--- config.mk ---
export PLATFORM = sky130hd
export DESIGN_NAME = cdBlockBridge
export DESIGN_NICKNAME = d
export VERILOG_FILES = /design/src/verilog/cdStreamPkg.sv /design/src/verilog/shBusPkg.sv /design/src/verilog/cdSectorFramer.sv /design/src/verilog/cdWordRouter.sv /design/src/verilog/sectorFifo.sv /design/src/verilog/shRegisterPort.sv /design/src/verilog/cdBlockBridge.sv
export SDC_FILE = /design/constraint.sdc
export NUM_CORES = 1
export LEC_CHECK = 0
export ABC_CLOCK_PERIOD_IN_PS = 7900
export BUFFER_PORTS_ARGS = -buffer_cell sky130_fd_sc_hd__buf_2
export CORE_UTILIZATION = 44
export DETAILED_ROUTE_END_ITERATION = 6
export SLEW_MARGIN = 10
export SYNTH_ARGS = -nofsm -noshare
export SYNTH_HDL_FRONTEND = slang
export SYNTH_SLANG_ARGS = --single-unit
export TNS_END_PERCENT = 30
--- constraint.sdc ---
create_clock -name CLK -period 7.9 [get_ports CLK]
set_clock_uncertainty 0.15 [all_clocks]
set_input_delay 0.79 -clock CLK [delete_from_list [all_inputs] [get_ports CLK]]
set_output_delay 0.79 -clock CLK [all_outputs]
set_load 0.01 [all_outputs]
--- src/verilog/cdStreamPkg.sv ---
`default_nettype none

package cdStreamPkg;

	// One 16-bit word as delivered by the drive
	typedef logic [15:0] cdSampleT;

	// Word in flight between framer and router
	typedef struct packed {
		cdSampleT data;
		logic     audio;
		logic     valid;
		logic     header;
	} cdWordT;

	// Sector framing, counted in 16-bit words
	localparam int sectorWords = 1176;
	localparam int wordIdxBits = 11;
	localparam int syncWords   = 5;
	localparam int headerWord  = 7;

	typedef logic [wordIdxBits-1:0] wordIdxT;

	localparam wordIdxT lastWordIdx = wordIdxT'(sectorWords - 1);
	localparam wordIdxT syncIdx     = wordIdxT'(syncWords);
	localparam wordIdxT headerIdx   = wordIdxT'(headerWord);

	// Drive sends data words big-endian
	function automatic cdSampleT byteSwap(input cdSampleT w);
		return {w[7:0], w[15:8]};
	endfunction

endpackage

`default_nettype wire

--- src/verilog/shBusPkg.sv ---
`default_nettype none

package shBusPkg;

	typedef logic [4:0]  shAddrT;
	typedef logic [15:0] shDataT;

	// One recognized CPU access
	typedef struct packed {
		shAddrT addr;
		shDataT wdata;
		logic   wrPulse;
		logic   rdPulse;
	} shReqT;

	// Register map
	localparam shAddrT regFifoData = 5'h00;
	localparam shAddrT regTrCtl    = 5'h02;
	localparam shAddrT regIrqFlags = 5'h04;
	localparam shAddrT regIrqMask  = 5'h08;
	localparam shAddrT regStatus   = 5'h1A;

	// Transfer control
	localparam int     trCtlCaptureBit = 0;
	localparam int     trCtlClearBit   = 1;
	localparam int     trCtlDreqBit    = 2;
	localparam shDataT trCtlWMask      = 16'h0007;

	// Interrupt flags and status
	localparam int irqBits        = 8;
	localparam int irqOverflowBit = 0;
	localparam int irqHeaderBit   = 4;
	localparam int statusSyncBit  = 7;

	typedef logic [irqBits-1:0] irqVecT;

	// Sector FIFO sizing
	localparam int fifoDepth     = 8;
	localparam int fifoPtrBits   = 3;
	localparam int fifoCountBits = 4;
	localparam int fifoDreqLevel = 4;

	typedef logic [fifoPtrBits-1:0]   fifoPtrT;
	typedef logic [fifoCountBits-1:0] fifoCountT;

endpackage

`default_nettype wire

--- src/verilog/cdSectorFramer.sv ---
`timescale 1ns/1ps
`default_nettype none

module cdSectorFramer (
	input  wire                        CLK,
	input  wire                        RST_N,
	input  wire cdStreamPkg::cdSampleT cdData,
	input  wire                        cdStrobe,
	input  wire                        cdAudio,
	output cdStreamPkg::cdWordT        framedWord,
	output logic                       framedValid,
	output logic                       syncEvt
);
	import cdStreamPkg::*;

	wordIdxT wordIdx;
	logic    synced;
	logic    dataStrobe;

	assign dataStrobe = cdStrobe && !cdAudio;

	// Word counter and sync state, audio words leave them alone
	always_ff @(posedge CLK or negedge RST_N) begin
		if (!RST_N) begin
			wordIdx     <= '0;
			synced      <= 1'b0;
			framedValid <= 1'b0;
			syncEvt     <= 1'b0;
		end else begin
			framedValid <= cdStrobe;
			syncEvt     <= 1'b0;
			if (dataStrobe) begin
				wordIdx <= wordIdx + 1'b1;
				if (!synced) begin
					if (wordIdx == syncIdx) begin
						synced  <= 1'b1;
						syncEvt <= 1'b1;
					end
				end else if (wordIdx == lastWordIdx) begin
					// End of sector, hunt for the next sync
					synced  <= 1'b0;
					wordIdx <= '0;
				end
			end
		end
	end

	// Sync word itself is not payload, only words after it
	always_ff @(posedge CLK) begin
		if (cdStrobe) begin
			framedWord.data   <= cdData;
			framedWord.audio  <= cdAudio;
			framedWord.valid  <= !cdAudio && synced;
			framedWord.header <= !cdAudio && synced && (wordIdx == headerIdx);
		end
	end

	// Once synced the index sits past sync and inside the sector
	syncedIndexInRange: assert property (
		@(posedge CLK) disable iff (!RST_N)
		synced |-> (wordIdx > syncIdx) && (wordIdx <= lastWordIdx)
	);

endmodule

`default_nettype wire

--- src/verilog/cdWordRouter.sv ---
`timescale 1ns/1ps
`default_nettype none

module cdWordRouter (
	input  wire                        CLK,
	input  wire                        RST_N,
	input  wire cdStreamPkg::cdWordT   framedWord,
	input  wire                        framedValid,
	output cdStreamPkg::cdSampleT      audioL,
	output cdStreamPkg::cdSampleT      audioR,
	output cdStreamPkg::cdSampleT      pushData,
	output logic                       pushValid,
	output logic                       headerEvt
);
	import cdStreamPkg::*;

	// Next audio word goes to the right channel
	logic rightNext;

	always_ff @(posedge CLK or negedge RST_N) begin
		if (!RST_N) begin
			audioL    <= '0;
			audioR    <= '0;
			rightNext <= 1'b0;
			pushValid <= 1'b0;
			headerEvt <= 1'b0;
		end else begin
			pushValid <= 1'b0;
			headerEvt <= 1'b0;
			if (framedValid) begin
				if (framedWord.audio) begin
					rightNext <= !rightNext;
					if (rightNext) begin
						audioR <= framedWord.data;
					end else begin
						audioL <= framedWord.data;
					end
				end else begin
					// Data mode mutes both channels
					audioL    <= '0;
					audioR    <= '0;
					rightNext <= 1'b0;
					pushValid <= framedWord.valid;
					headerEvt <= framedWord.header;
				end
			end
		end
	end

	always_ff @(posedge CLK) begin
		if (framedValid && framedWord.valid) begin
			pushData <= byteSwap(framedWord.data);
		end
	end

endmodule

`default_nettype wire

--- src/verilog/sectorFifo.sv ---
`timescale 1ns/1ps
`default_nettype none

module sectorFifo (
	input  wire                        CLK,
	input  wire                        RST_N,
	input  wire cdStreamPkg::cdSampleT pushData,
	input  wire                        pushValid,
	input  wire                        popReq,
	input  wire                        fifoClear,
	input  wire                        captureEn,
	output cdStreamPkg::cdSampleT      popData,
	output shBusPkg::fifoCountT        fillCount,
	output logic                       overflowEvt
);
	import cdStreamPkg::*;
	import shBusPkg::*;

	cdSampleT mem [fifoDepth];
	fifoPtrT  wrPtr;
	fifoPtrT  rdPtr;
	logic     full;
	logic     empty;
	logic     pushReq;
	logic     doPush;
	logic     doPop;

	assign full    = fillCount == fifoCountT'(fifoDepth);
	assign empty   = fillCount == '0;
	assign pushReq = pushValid && captureEn;
	assign doPush  = pushReq && !full;
	assign doPop   = popReq && !empty;

	// Head word, zero when nothing is queued
	assign popData = empty ? '0 : mem[rdPtr];

	always_ff @(posedge CLK or negedge RST_N) begin
		if (!RST_N) begin
			wrPtr       <= '0;
			rdPtr       <= '0;
			fillCount   <= '0;
			overflowEvt <= 1'b0;
		end else if (fifoClear) begin
			wrPtr       <= '0;
			rdPtr       <= '0;
			fillCount   <= '0;
			overflowEvt <= 1'b0;
		end else begin
			// Dropped push when full
			overflowEvt <= pushReq && full;
			if (doPush) begin
				wrPtr <= wrPtr + 1'b1;
			end
			if (doPop) begin
				rdPtr <= rdPtr + 1'b1;
			end
			case ({doPush, doPop})
				2'b10:   fillCount <= fillCount + 1'b1;
				2'b01:   fillCount <= fillCount - 1'b1;
				default: ;
			endcase
		end
	end

	always_ff @(posedge CLK) begin
		if (doPush && !fifoClear) begin
			mem[wrPtr] <= pushData;
		end
	end

	fillCountInRange: assert property (
		@(posedge CLK) disable iff (!RST_N)
		fillCount <= fifoCountT'(fifoDepth)
	);

	// Full ring has both pointers together, and the dropped word leaves them there
	overflowOnlyWhenFull: assert property (
		@(posedge CLK) disable iff (!RST_N)
		overflowEvt |-> $past(wrPtr == rdPtr) && (wrPtr == $past(wrPtr))
	);

endmodule

`default_nettype wire

--- src/verilog/shRegisterPort.sv ---
`timescale 1ns/1ps
`default_nettype none

module shRegisterPort (
	input  wire                        CLK,
	input  wire                        RST_N,
	input  wire shBusPkg::shReqT       busReq,
	input  wire cdStreamPkg::cdSampleT popData,
	input  wire shBusPkg::fifoCountT   fillCount,
	input  wire                        overflowEvt,
	input  wire                        headerEvt,
	input  wire                        syncEvt,
	output shBusPkg::shDataT           rdata,
	output logic                       popReq,
	output logic                       fifoClear,
	output logic                       captureEn,
	output logic                       irqN,
	output logic                       dreqN
);
	import shBusPkg::*;

	shDataT trCtl;
	irqVecT irqFlags;
	irqVecT irqNext;
	irqVecT irqMask;
	logic   syncSeen;
	logic   readHit;
	shDataT statusWord;

	// Write wins when both strobes fall together
	assign readHit    = busReq.rdPulse && !busReq.wrPulse;
	assign popReq     = readHit && (busReq.addr == regFifoData);
	assign fifoClear  = busReq.wrPulse && (busReq.addr == regTrCtl)
		&& busReq.wdata[trCtlClearBit];
	assign captureEn  = trCtl[trCtlCaptureBit];
	assign statusWord = shDataT'(syncSeen) << statusSyncBit;

	assign irqN  = ~|(irqFlags & irqMask);
	assign dreqN = !(trCtl[trCtlDreqBit] && (fillCount >= fifoCountT'(fifoDreqLevel)));

	// Events set flags after the CPU clear, so a same-cycle event is kept
	always_comb begin
		irqNext = irqFlags;
		if (busReq.wrPulse && (busReq.addr == regIrqFlags)) begin
			irqNext = irqNext & busReq.wdata[irqBits-1:0];
		end
		if (headerEvt) begin
			irqNext[irqHeaderBit] = 1'b1;
		end
		if (overflowEvt) begin
			irqNext[irqOverflowBit] = 1'b1;
		end
	end

	always_ff @(posedge CLK or negedge RST_N) begin
		if (!RST_N) begin
			trCtl    <= '0;
			irqFlags <= '0;
			irqMask  <= '0;
			syncSeen <= 1'b0;
			rdata    <= '0;
		end else begin
			irqFlags <= irqNext;
			if (syncEvt) begin
				syncSeen <= 1'b1;
			end
			if (busReq.wrPulse) begin
				case (busReq.addr)
					regTrCtl: begin
						trCtl                <= busReq.wdata & trCtlWMask;
						trCtl[trCtlClearBit] <= 1'b0;
					end
					regIrqMask: irqMask <= busReq.wdata[irqBits-1:0];
					default: ;
				endcase
			end else if (readHit) begin
				case (busReq.addr)
					regFifoData: rdata <= popData;
					regTrCtl:    rdata <= trCtl;
					regIrqFlags: rdata <= shDataT'(irqFlags);
					regIrqMask:  rdata <= shDataT'(irqMask);
					regStatus:   rdata <= statusWord;
					default:     rdata <= '0;
				endcase
			end
		end
	end

endmodule

`default_nettype wire

--- src/verilog/cdBlockBridge.sv ---
`timescale 1ns/1ps
`default_nettype none

module cdBlockBridge (
	input  wire                        CLK,
	input  wire                        RST_N,
	input  wire cdStreamPkg::cdSampleT cdData,
	input  wire                        cdStrobe,
	input  wire                        cdAudio,
	input  wire shBusPkg::shAddrT      addr,
	input  wire shBusPkg::shDataT      wdata,
	input  wire                        wrN,
	input  wire                        rdN,
	output shBusPkg::shDataT           rdata,
	output logic                       irqN,
	output logic                       dreqN,
	output cdStreamPkg::cdSampleT      audioL,
	output cdStreamPkg::cdSampleT      audioR
);
	import cdStreamPkg::*;
	import shBusPkg::*;

	cdWordT    framedWord;
	logic      framedValid;
	logic      syncEvt;
	cdSampleT  pushData;
	logic      pushValid;
	logic      headerEvt;
	cdSampleT  popData;
	fifoCountT fillCount;
	logic      overflowEvt;
	logic      popReq;
	logic      fifoClear;
	logic      captureEn;
	shReqT     busReq;
	logic      wrNOld;
	logic      rdNOld;

	// Bus strobe history for falling-edge detection
	always_ff @(posedge CLK or negedge RST_N) begin
		if (!RST_N) begin
			wrNOld <= 1'b1;
			rdNOld <= 1'b1;
		end else begin
			wrNOld <= wrN;
			rdNOld <= rdN;
		end
	end

	assign busReq.addr    = addr;
	assign busReq.wdata   = wdata;
	assign busReq.wrPulse = !wrN && wrNOld;
	assign busReq.rdPulse = !rdN && rdNOld;

	cdSectorFramer framer (
		.CLK(CLK), .RST_N(RST_N),
		.cdData(cdData), .cdStrobe(cdStrobe), .cdAudio(cdAudio),
		.framedWord(framedWord), .framedValid(framedValid), .syncEvt(syncEvt)
	);

	cdWordRouter router (
		.CLK(CLK), .RST_N(RST_N),
		.framedWord(framedWord), .framedValid(framedValid),
		.audioL(audioL), .audioR(audioR),
		.pushData(pushData), .pushValid(pushValid), .headerEvt(headerEvt)
	);

	sectorFifo fifo (
		.CLK(CLK), .RST_N(RST_N),
		.pushData(pushData), .pushValid(pushValid),
		.popReq(popReq), .fifoClear(fifoClear), .captureEn(captureEn),
		.popData(popData), .fillCount(fillCount), .overflowEvt(overflowEvt)
	);

	shRegisterPort port (
		.CLK(CLK), .RST_N(RST_N),
		.busReq(busReq), .popData(popData), .fillCount(fillCount),
		.overflowEvt(overflowEvt), .headerEvt(headerEvt), .syncEvt(syncEvt),
		.rdata(rdata), .popReq(popReq), .fifoClear(fifoClear),
		.captureEn(captureEn), .irqN(irqN), .dreqN(dreqN)
	);

endmodule

`default_nettype wire

==> results of run 1 <==
## through the flow
| stage | setup WS, ns | instances |
|---|---|---|
| after global placement | 3.77 | 986 |
| after detailed placement | 3.59 | 986 |
| after floorplan | 4.53 | 636 |
| after global routing | 3.94 | 1036 |
| after CTS | 4.13 | 1036 |
| final | 4.16 | 1036 |
## worst max-delay path by stage
stage                  from                 to  slack, ns  cells past startpoint
global placement    addr[2]  fifo.fillCount[2]       3.77                     12
finish              addr[2]  fifo.fillCount[2]       4.16                     12
floorplan           addr[2]  fifo.fillCount[2]       4.53                     13
detailed placement  addr[2]  fifo.fillCount[2]       3.59                     12
global route        addr[2]  fifo.fillCount[2]       3.94                     12
CTS                 addr[2]  fifo.fillCount[2]       4.13                     12
## layer usage
metal / routed length, um / up-vias
met3: 1130 / 21
met4: 269 / 0
li1: - / 2579
met2: 9720 / 143
met1: 8990 / 2789
met5: 0 / -
## critical path, stage by stage
cell       delay (ns)
buf_2            0.12
or3_4            0.40
a2111oi_4        0.78
nand2_2          0.39
inv_1            0.18
ha_1             0.30
xor2_1           0.21
ha_1             0.18
a21oi_1          0.05
xor2_1           0.16
or3_1            0.32
a21oi_1          0.15
## cell families (layout without fill, tap and decap cells)
logic type,Yosys count,in the layout,synth area share [%]
AOI/OAI and AO/OA,90,90,5.51
xor gates and xnor gates,15,15,1.30
adders and majority gates,7,7,0.866
buffers and inverters,34,149,1.61
DFF,260,260,72.5
muxes,60,60,10.1
and+or+nand+nor,170,170,8.13
## cell type report
type	instances	area, um^2
repair buffers	91	475
inverters	8	30.0
multi-input cells	342	2660
fillers	1878	10800
clock buffers	35	766
well taps	285	357
clock inverters	15	169
flip-flops and latches	260	7330
## report_power, final
part	leakage, nW	total, mW	internal (mW)	switching [mW]
Combinational	1.32	0.321	0.144	0.178
Clock	0.464	1.30	0.784	0.520
Sequential	2.73	1.64	1.55	0.0919
## registers in the layout, indices dropped and copies added (netlist names), 2 cells and up
name and cells:
port.irqFlags 8, router.audioR 16, fifo.mem 128, port.rdata 16
fifo.fillCount 4, router.audioL 16, router.pushData 16, framer.wordIdx 11
fifo.wrPtr 3, framer.framedWord 19, port.trCtl 2, fifo.rdPtr 3
port.irqMask 8
## cells in the final DEF, fill, tap and decap left out, types with 3 or more instances in the layout
master	count
edfxtp_1	163
dfrtp_1	94
buf_2	83
nand2_1	81
o21ai_0	38
mux4_2	32
clkbuf_16	27
nor2_1	24
mux2_2	18
a21oi_1	14
o21ai_1	10
mux2i_1	10
xor2_1	8
clkinv_2	8
buf_4	8
inv_1	7
nand2b_1	7
a22oi_1	7
xnor2_1	7
ha_1	7
nor3_1	6
nand3_1	6
nor2_2	6
o21a_1	6
clkbuf_8	6
nand4_1	5
a221oi_1	5
nor2b_1	4
and3_1	4
and4_1	3
nor4_1	3
and2_1	3
a31oi_1	3
bufinv_16	3
==> impl_metrics.yaml, run 1 <==
critical_path:
  r2r_slack_ns: 4.34
  arrival_ns: 4.04
  startpoint_type: "input port"
  critPathKind: "input port to flip-flop"
  r2r-end: "fifo.fillCount[2]"
  required_ns: 8.20
  crit_fanout: 12
  endpoint_kind: "flip-flop"
  reg2reg_depth: 11
  reg2reg_from: "fifo.fillCount[1]"
timing:
  layout_min_cycle_time_ns: 3.74
  setup_viol: 0
  tightest_slew_ns: 1.11
  grt_setup_unrepaired: "false"
  setup_tns_ns: 0
  slew_violations: 0
  hold_viol: 0
  fmax_mhz: 267
  fin_hold_ws_ns: 0.132
  period_share_pct: 47.3
  maxSlewHeadroom_pct: 25.6
run:
  maxCapViolations: 0
die:
  die_w_um: 154
  core_um2: 22600
  num_rows: 55
  start_util_pct: 44.8
  ios: 93
  fp.dieArea_um2: 23600
  die_y_um: 154
worst_hold_path:
  hold_path.class: "input port to asynchronous set/reset pin"
synth:
  synthCells: 636
  synth_top_area_share_pct: 48.4
  synth_seq_cells: 260
  yosysWarnings: 0
  synth_nets: 686
  yosysTopAreaCell: "edfxtp_1"
  synth.distinct_cells: 54
  ys.flop_type: "edfxtp_1"
  syn_avg_cell_area_um2: 15.9
  seq_area_frac_synth_pct: 72.5
  synth_commonest_cells: "163 x edfxtp_1, 95 x dfrtp_1, 81 x nand2_1"
  yosysMostFrequentCell: "edfxtp_1"
  synth_edf_count: 163
  synthTopCellsByArea: "edfxtp_1 48%, dfrtp_1 24%, mux4_2 7.1%"
  async_reset_ff_share_pct: 37.3
  syn_area_um2: 10100
global_routing:
  grt_use_met3_pct: 3.52
  overflow: 0
  use_met2_pct: 29.4
  top_usage_layer: "met2"
  grt_max_degree: 50
  grt_pass1_wl_um: 32300
  grt.total_usage_pct: 17.7
  grt_pass1_vias: 5880
  antenna_found_initial: 0
  use_met1_pct: 24.2
placed_design:
  detailed_place_hpwl_um: 12500
  placed_cell_area_um2: 10800
  gp_congestion: 0.813
  portBuffers: 84
routing:
  drt_iter0_drc: 327
  wl_per_cell_um: 19.4
  drc: 0
  dr.pass1.iters: 4
  wl_um: 20100
  via_count: 5532
  via_per_inst: 5.34
  drtAntennaViolNets: 0
layout:
  n_antenna_cell: 0
  drive_above_1_share_pct: 28.5
  final_nets: 780
  design_area_um2: 11800
  area_growth_pct: 16.5
  utilization_pct: 52.2
clock_network:
  clkLatencyLatePin_ns: 0.54
  post_cts_resized: 0
  post-cts-setup-buffers: 0
  root_buffer: "clkbuf_16"
  cts_made_buffers: 27
  clkTransAtPathRegs_ns: 0.06
  hold_buffers: 0
  cts_buffer_depth: 3
  cts_tree: "built"
  h-tree-depth: 1
  cts.sinks: 260
power_and_ir_drop:
  p_leak_nw: 4.52
  total_power_mw: 3.26
  p_per_area_nw_per_um2: 277
  peakVddDrop_v: 0.000166
status:
  status: "finished, final reports clean"
No activity file was read; power rests on OpenSTA's default activity.
==> inputs of run 2 (changes only) <==
--- a/config.mk
+++ b/config.mk
@@ -5,7 +5,8 @@
 export SDC_FILE = /design/constraint.sdc
 export NUM_CORES = 1
 export LEC_CHECK = 0
-export ABC_CLOCK_PERIOD_IN_PS = 7900
+export ABC_AREA = 1
+export ABC_CLOCK_PERIOD_IN_PS = 3300
 export BUFFER_PORTS_ARGS = -buffer_cell sky130_fd_sc_hd__buf_2
 export CORE_UTILIZATION = 44
 export DETAILED_ROUTE_END_ITERATION = 6
==> constraint.sdc (replaced) <==
create_clock -name CLK -period 3.3 [get_ports CLK]
set_clock_uncertainty 0.15 [all_clocks]
set_input_delay 0.33 -clock CLK [delete_from_list [all_inputs] [get_ports CLK]]
set_output_delay 0.33 -clock CLK [all_outputs]
set_load 0.01 [all_outputs]
==> run 2 against run 1 <==
  * Clock-buffer cell count shrank 6
  * Non-clock buffer count grew 42
  * Synthesized cell count grew 54%
  * Setup slack lost 3.7 ns
  * Critical path type unchanged
  * Sequential share of layout area shrank 4.8 points
  * First-iteration DRC count grew 44%
  * Global-route usage grew 1.8 points
  * Critical endpoint unchanged
  * Wire length grew 13%
  * Die area grew 5.1%
  * Synthesized area grew 5.2%
  * Largest cell class unchanged
  * Critical path depth grew 4
==> impl_metrics.yaml, run 2 <==
critical_path:
  reg2reg_from: "rdNOld"
  cp-startpoint: "rdN"
  reg2reg_depth: 13
  r2r-end: "fifo.fillCount[2]"
  endpoint_kind: "flip-flop"
  arrival_ns: 3.18
  r2r_slack_ns: 0.43
  critPathKind: "input port to flip-flop"
  required_ns: 3.60
  startpoint_type: "input port"
  crit_fanout: 13
power_and_ir_drop:
  peakVddDrop_v: 0.000446
  p_per_area_nw_per_um2: 665
  p_leak_nw: 5.42
  total_power_mw: 8.49
global_routing:
  overflow: 0
  antenna_found_initial: 0
  grt_max_degree: 66
  grt_pass1_wl_um: 37100
  grt_pass1_vias: 6942
  grt.total_usage_pct: 19.5
routing:
  drt_iter0_drc: 470
  drtAntennaViolNets: 0
  drc: 0
  dr.pass1.iters: 5
  wl_um: 22800
  via_count: 7194
  via_per_inst: 4.96
  wl_per_cell_um: 15.7
worst_hold_path:
  holdPathEnd: "framer.framedValid"
  holdPathStages: 1
  min_from: "cdStrobe"
  hold_path.class: "input port to flip-flop"
layout:
  area_growth_pct: 20.1
  n_antenna_cell: 0
  final_nets: 1158
  drive_above_1_share_pct: 16.6
  fill_cells: 2068
  regMostFlops: "fifo.mem"
  layout_common_cells: "260 x nand2_1, 163 x edfxtp_1, 108 x nor2_1, 94 x dfrtp_1, 83 x buf_2"
  design_area_um2: 12800
  final_common_cell: "nand2_1"
  largest_reg_flops: 128
  utilization_pct: 54.1
  top_regs: "fifo.mem: 128 flops, framer.framedWord: 19 flops"
die:
  num_rows: 56
  die_y_um: 157
  die_w_um: 157
  start_util_pct: 45.0
  fp.dieArea_um2: 24800
  core_um2: 23600
  ios: 93
synth:
  async_reset_ff_share_pct: 37.3
  yosysWarnings: 0
  synth.distinct_cells: 34
  syn_avg_cell_area_um2: 10.8
  synth_edf_count: 163
  synthTopCellsByArea: "edfxtp_1 46%, dfrtp_1 22%, nand2_1 9.2%"
  synth_commonest_cells: "260 x nand2_1, 163 x edfxtp_1, 108 x nor2_1"
  yosysTopAreaCell: "edfxtp_1"
  seq_area_frac_synth_pct: 68.9
  synth_seq_cells: 260
  ys.flop_type: "edfxtp_1"
  synth_nets: 1031
  synth_top_area_share_pct: 46.0
  synthCells: 981
  yosysMostFrequentCell: "nand2_1"
  syn_area_um2: 10600
clock_network:
  cts.sinks: 260
  root_buffer: "clkbuf_16"
  cts_tree: "built"
  post_cts_resized: 0
  clkLatencyLatePin_ns: 0.54
  clkTransAtPathRegs_ns: 0.06
  cts_made_buffers: 28
  h-tree-depth: 1
  post-cts-setup-buffers: 0
  cts_buffer_depth: 3
timing:
  setup_viol: 0
  fmax_mhz: 347
  slew_violations: 0
  maxSlewHeadroom_pct: 30.3
  period_share_pct: 87.2
  grt_setup_unrepaired: "false"
  setup_tns_ns: 0
  layout_min_cycle_time_ns: 2.88
  tightest_slew_ns: 1.04
  hold_viol: 0
run:
  maxCapViolations: 0
status:
  status: "finished, final reports clean"
placed_design:
  gp_congestion: 0.795
  placed_cell_area_um2: 11500
  detailed_place_hpwl_um: 13900
  portBuffers: 84
[run 2: cell types whose count changed after synthesis, moves of 7 or more]
cell / previous run / this run
inv_1: 7 / 71
a22oi_1: 7 / 0
mux2i_1: 10 / 0
mux2_2: 18 / 0
nand2_1: 81 / 260
mux4_2: 32 / 0
o21ai_0: 40 / 78
buf_2: 7 / 14
nand2b_1: 7 / 0
nand3_1: 6 / 70
a21oi_2: 0 / 8
o211ai_1: 0 / 16
nor2_1: 30 / 108
[run 2: cells by family after synthesis]
kind of cell	count (synthesis)	synth area share [%]
AO/OA/AOI/OAI	123	6.60
XOR/XNOR	10	0.824
AND/OR/NAND/NOR	469	18.2
adder cells (fa/ha/maj)	7	0.824
flip-flops	260	68.9
buffers and inverters	112	4.67
[run 2: area by class of cell]
class | count | area (um^2) | area share, %
clock buffers | 29 | 714 | 5.59
clock inverters | 23 | 323 | 2.53
inverters | 76 | 288 | 2.25
multi-input cells | 609 | 2840 | 22.2
flip-flops and latches | 260 | 7330 | 57.4
well taps | 319 | 399 | 3.13
repair buffers | 133 | 886 | 6.94
[run 2: what timing repair did]
action / 4_1_cts / 5_1_grt
setup endpoints to repair: 0 / 0
hold endpoints to repair: 86 / 0
hold buffers: 28 / 0
[run 2: worst max path at each step]
stage               depth (start not counted)           endpoint  slack, ns
floorplan                                   7     fifo.mem[4][0]       0.69
global placement                           13  fifo.fillCount[2]       0.51
detailed placement                         13  fifo.fillCount[2]       0.39
CTS                                        13  fifo.fillCount[2]       0.38
global route                               13  fifo.fillCount[2]       0.25
finish                                     16  fifo.fillCount[2]       0.42
[run 2: metal layers]
| layer | track usage (%) | part of all wire, % | vias up |
|---|---|---|---|
| li1 | - | - | 3538 |
| met1 | 27.8 | 46 | 3450 |
| met2 | 30.8 | 47 | 177 |
| met3 | 3.55 | 5.5 | 29 |
| met4 | 4.81 | 1.5 | 0 |
| met5 | 0 | 0 | - |
[run 2: stage by stage]
stage               std cells  hold WS, ns  setup slack, ns
floorplan                 981       -0.116            0.687
global placement         1369        0.265            0.507
detailed placement       1369        0.267            0.387
CTS                      1449       0.0164            0.381
global route             1449       0.0405            0.250
finish                   1449       0.0453            0.421
[run 2: power by group]
group          switching, mW  internal [mW]
registers              0.186           3.66
clock network           1.29           2.14
logic                  0.782          0.429
[run 2: worst max-delay path, stage by stage]
cell and delay (ns):
dlygate4sd3_1 0.54, buf_2 0.14, inv_1 0.06, nand2_2 0.06
nor2_4 0.13, inv_4 0.09, nor3_4 0.67, ha_1 0.38
nand2_1 0.08, inv_1 0.07, nor2_1 0.05, ha_1 0.18
a21oi_1 0.14, xnor2_1 0.13, nand2_1 0.06, o21ai_0 0.06
==> inputs of run 3 (changes only) <==
--- a/config.mk
+++ b/config.mk
@@ -6,10 +6,11 @@
 export NUM_CORES = 1
 export LEC_CHECK = 0
 export ABC_AREA = 1
-export ABC_CLOCK_PERIOD_IN_PS = 3300
+export ABC_CLOCK_PERIOD_IN_PS = 3200
 export BUFFER_PORTS_ARGS = -buffer_cell sky130_fd_sc_hd__buf_2
 export CORE_UTILIZATION = 44
 export DETAILED_ROUTE_END_ITERATION = 6
+export RECOVER_POWER = 100
 export SLEW_MARGIN = 10
 export SYNTH_ARGS = -nofsm -noshare
 export SYNTH_HDL_FRONTEND = slang
==> constraint.sdc (replaced) <==
create_clock -name CLK -period 3.2 [get_ports CLK]
set_clock_uncertainty 0.15 [all_clocks]
set_input_delay 0.32 -clock CLK [delete_from_list [all_inputs] [get_ports CLK]]
set_output_delay 0.32 -clock CLK [all_outputs]
set_load 0.01 [all_outputs]
==> run 3 against run 2 <==
  * Power shrank 3.1%
  * Die area is the same
  * Largest power group unchanged
  * Sequential cell count is the same
  * Highest routed layer unchanged
  * Critical path type unchanged
  * Sequential share of layout area grew 1.7 points
==> impl_metrics.yaml, run 3 (synthesis gave the netlist of run 2 again) <==
critical_path:
  path_buf_inv: 4
  cp_slowest_cell: "clkbuf_1"
  crit_path_frequent_cell: "clkbuf_1"
  endpoint_kind: "flip-flop"
  arrival_ns: 2.83
  crit_fanout: 16
  critPathKind: "input port to flip-flop"
  cpPeakStageDelay_ns: 0.83
  path_delay_family: "buffers and inverters"
  path_cells: "dlygate4sd3_1 > clkbuf_1 > nor2_1 > nand3_1 > clkbuf_1 > nand2_1 > nor2_1 > clkbuf_1"
  required_ns: 3.20
  startpoint_type: "input port"
placed_design:
  detailed_place_hpwl_um: 13600
  portBuffers: 84
  pre_cts_ws_ns: 0.387
  gp_congestion: 0.795
die:
  die_w_um: 157
  start_util_pct: 45.0
  die_y_um: 157
  fp.dieArea_um2: 24800
  core_um2: 23600
  ios: 93
  num_rows: 56
timing:
  slew_violations: 0
  hold_viol: 0
  grt_setup_unrepaired: "false"
  period_share_pct: 88.4
  layout_setup_ws_ns: 0.372
  setup_tns_ns: 0
  tightest_slew_ns: 1.26
  setup_viol: 0
  maxSlewHeadroom_pct: 16.3
  layout_min_cycle_time_ns: 2.83
  fmax_mhz: 354
layout:
  regMostFlops: "fifo.mem"
  final_nets: 1154
  n_antenna_cell: 0
  layout_common_cells: "263 x nand2_1, 163 x edfxtp_1, 109 x nor2_1, 94 x dfrtp_1, 83 x o21ai_0"
  multi_input_area_um2: 2790
  area_growth_pct: 16.7
  seq_area_um2: 7330
  top_regs: "fifo.mem: 128 flops, framer.framedWord: 19 flops"
  utilization_pct: 52.6
  fill_cells: 2098
  drive_above_1_share_pct: 8.62
  largest_reg_flops: 128
  final_common_cell: "nand2_1"
clock_network:
  root_buffer: "clkbuf_16"
  cts.sinks: 260
  cts_made_buffers: 27
  cts_buffer_depth: 3
  cts_tree: "built"
  post_cts_resized: 0
  h-tree-depth: 1
  clkTransAtPathRegs_ns: 0.06
  clkLatencyLatePin_ns: 0.55
global_routing:
  grt_pass1_vias: 6860
  grt.total_usage_pct: 19.0
  grt_max_degree: 55
  antenna_found_initial: 0
  grt_pass1_wl_um: 36200
  overflow: 0
routing:
  via_per_inst: 4.93
  drc: 0
  wl_per_cell_um: 15.6
  drt_iter0_drc: 493
  drtAntennaViolNets: 0
  wl_um: 22600
  via_count: 7114
  dr.pass1.iters: 5
power_and_ir_drop:
  peakVddDrop_v: 0.000426
  p_leak_nw: 5.10
  p_per_area_nw_per_um2: 663
  total_power_mw: 8.22
worst_hold_path:
  hold_path.class: "input port to flip-flop"
run:
  maxCapViolations: 0
status:
  status: "finished, final reports clean"
## run 3: cell count changes in the layout (fill, tap and decap cells not counted), moves of 5 or more
cell / before / now
clkbuf_1: 0 / 67
buf_2: 83 / 29
buf_4: 20 / 5
clkbuf_2: 0 / 8
bufinv_16: 7 / 2
clkinv_1: 3 / 8
o21ai_0: 78 / 83
## run 3: routing by layer
metal | up-vias | track usage, % | share of wire [%]
met5 | - | 0 | 0
met4 | 0 | 4.39 | 2.0
met3 | 39 | 3.39 | 5.2
met2 | 168 | 30.9 | 46
met1 | 3379 | 26.6 | 47
li1 | 3528 | - | -
## run 3: where the power goes
part	switching [mW]	internal (mW)
Sequential	0.195	3.78
Clock	1.26	1.79
Combinational	0.795	0.403
Total	2.25	5.97
## run 3: worst paths after layout
| kind | start | slack (ns) | cells past startpoint | to |
|---|---|---|---|---|
| max | wrN | 0.37 | 8 | fifo.mem[3][8] |
| min | addr[1] | 0.13 | 5 | port.trCtl[2] |
| max reg2reg | rdNOld | 0.42 | 13 | fifo.fillCount[2] |
| min reg2reg | framer.syncEvt | 0.28 | 1 | port.syncSeen |
| max in group asynchronous | RST_N | 1.59 | 3 | router.audioR[7] |
| min in group asynchronous | RST_N | 0.41 | 2 | fifo.fillCount[2] |
## run 3: metrics by stage
step	std cells	hold slack (ns)	area, um^2
after global routing	1444	0.182	12400
after global placement	1366	0.227	11400
final	1444	0.127	12400
after CTS	1444	0.00430	12600
after floorplan	981	-0.126	10600
after detailed placement	1366	0.225	11400
## run 3: area by class of cell
cell class | instances | share of cell area, %
repair buffers | 130 | 6.00
clock inverters | 12 | 0.948
multi-input cells | 609 | 22.5
well taps | 319 | 3.22
clock buffers | 38 | 6.02
inverters | 76 | 2.32
flip-flops and latches | 260 | 59.0
## run 3: tightest hold or removal path, stage by stage
cell and delay, ns:
buf_2 0.11, nand2_1 0.09, nor2_2 0.06, nand2_1 0.10, o21ai_0 0.08
## run 3: timing repair
item | CTS | global route
hold endpoints to repair | 79 | 0
hold buffers | 28 | 0
setup buffers | 0 | 0
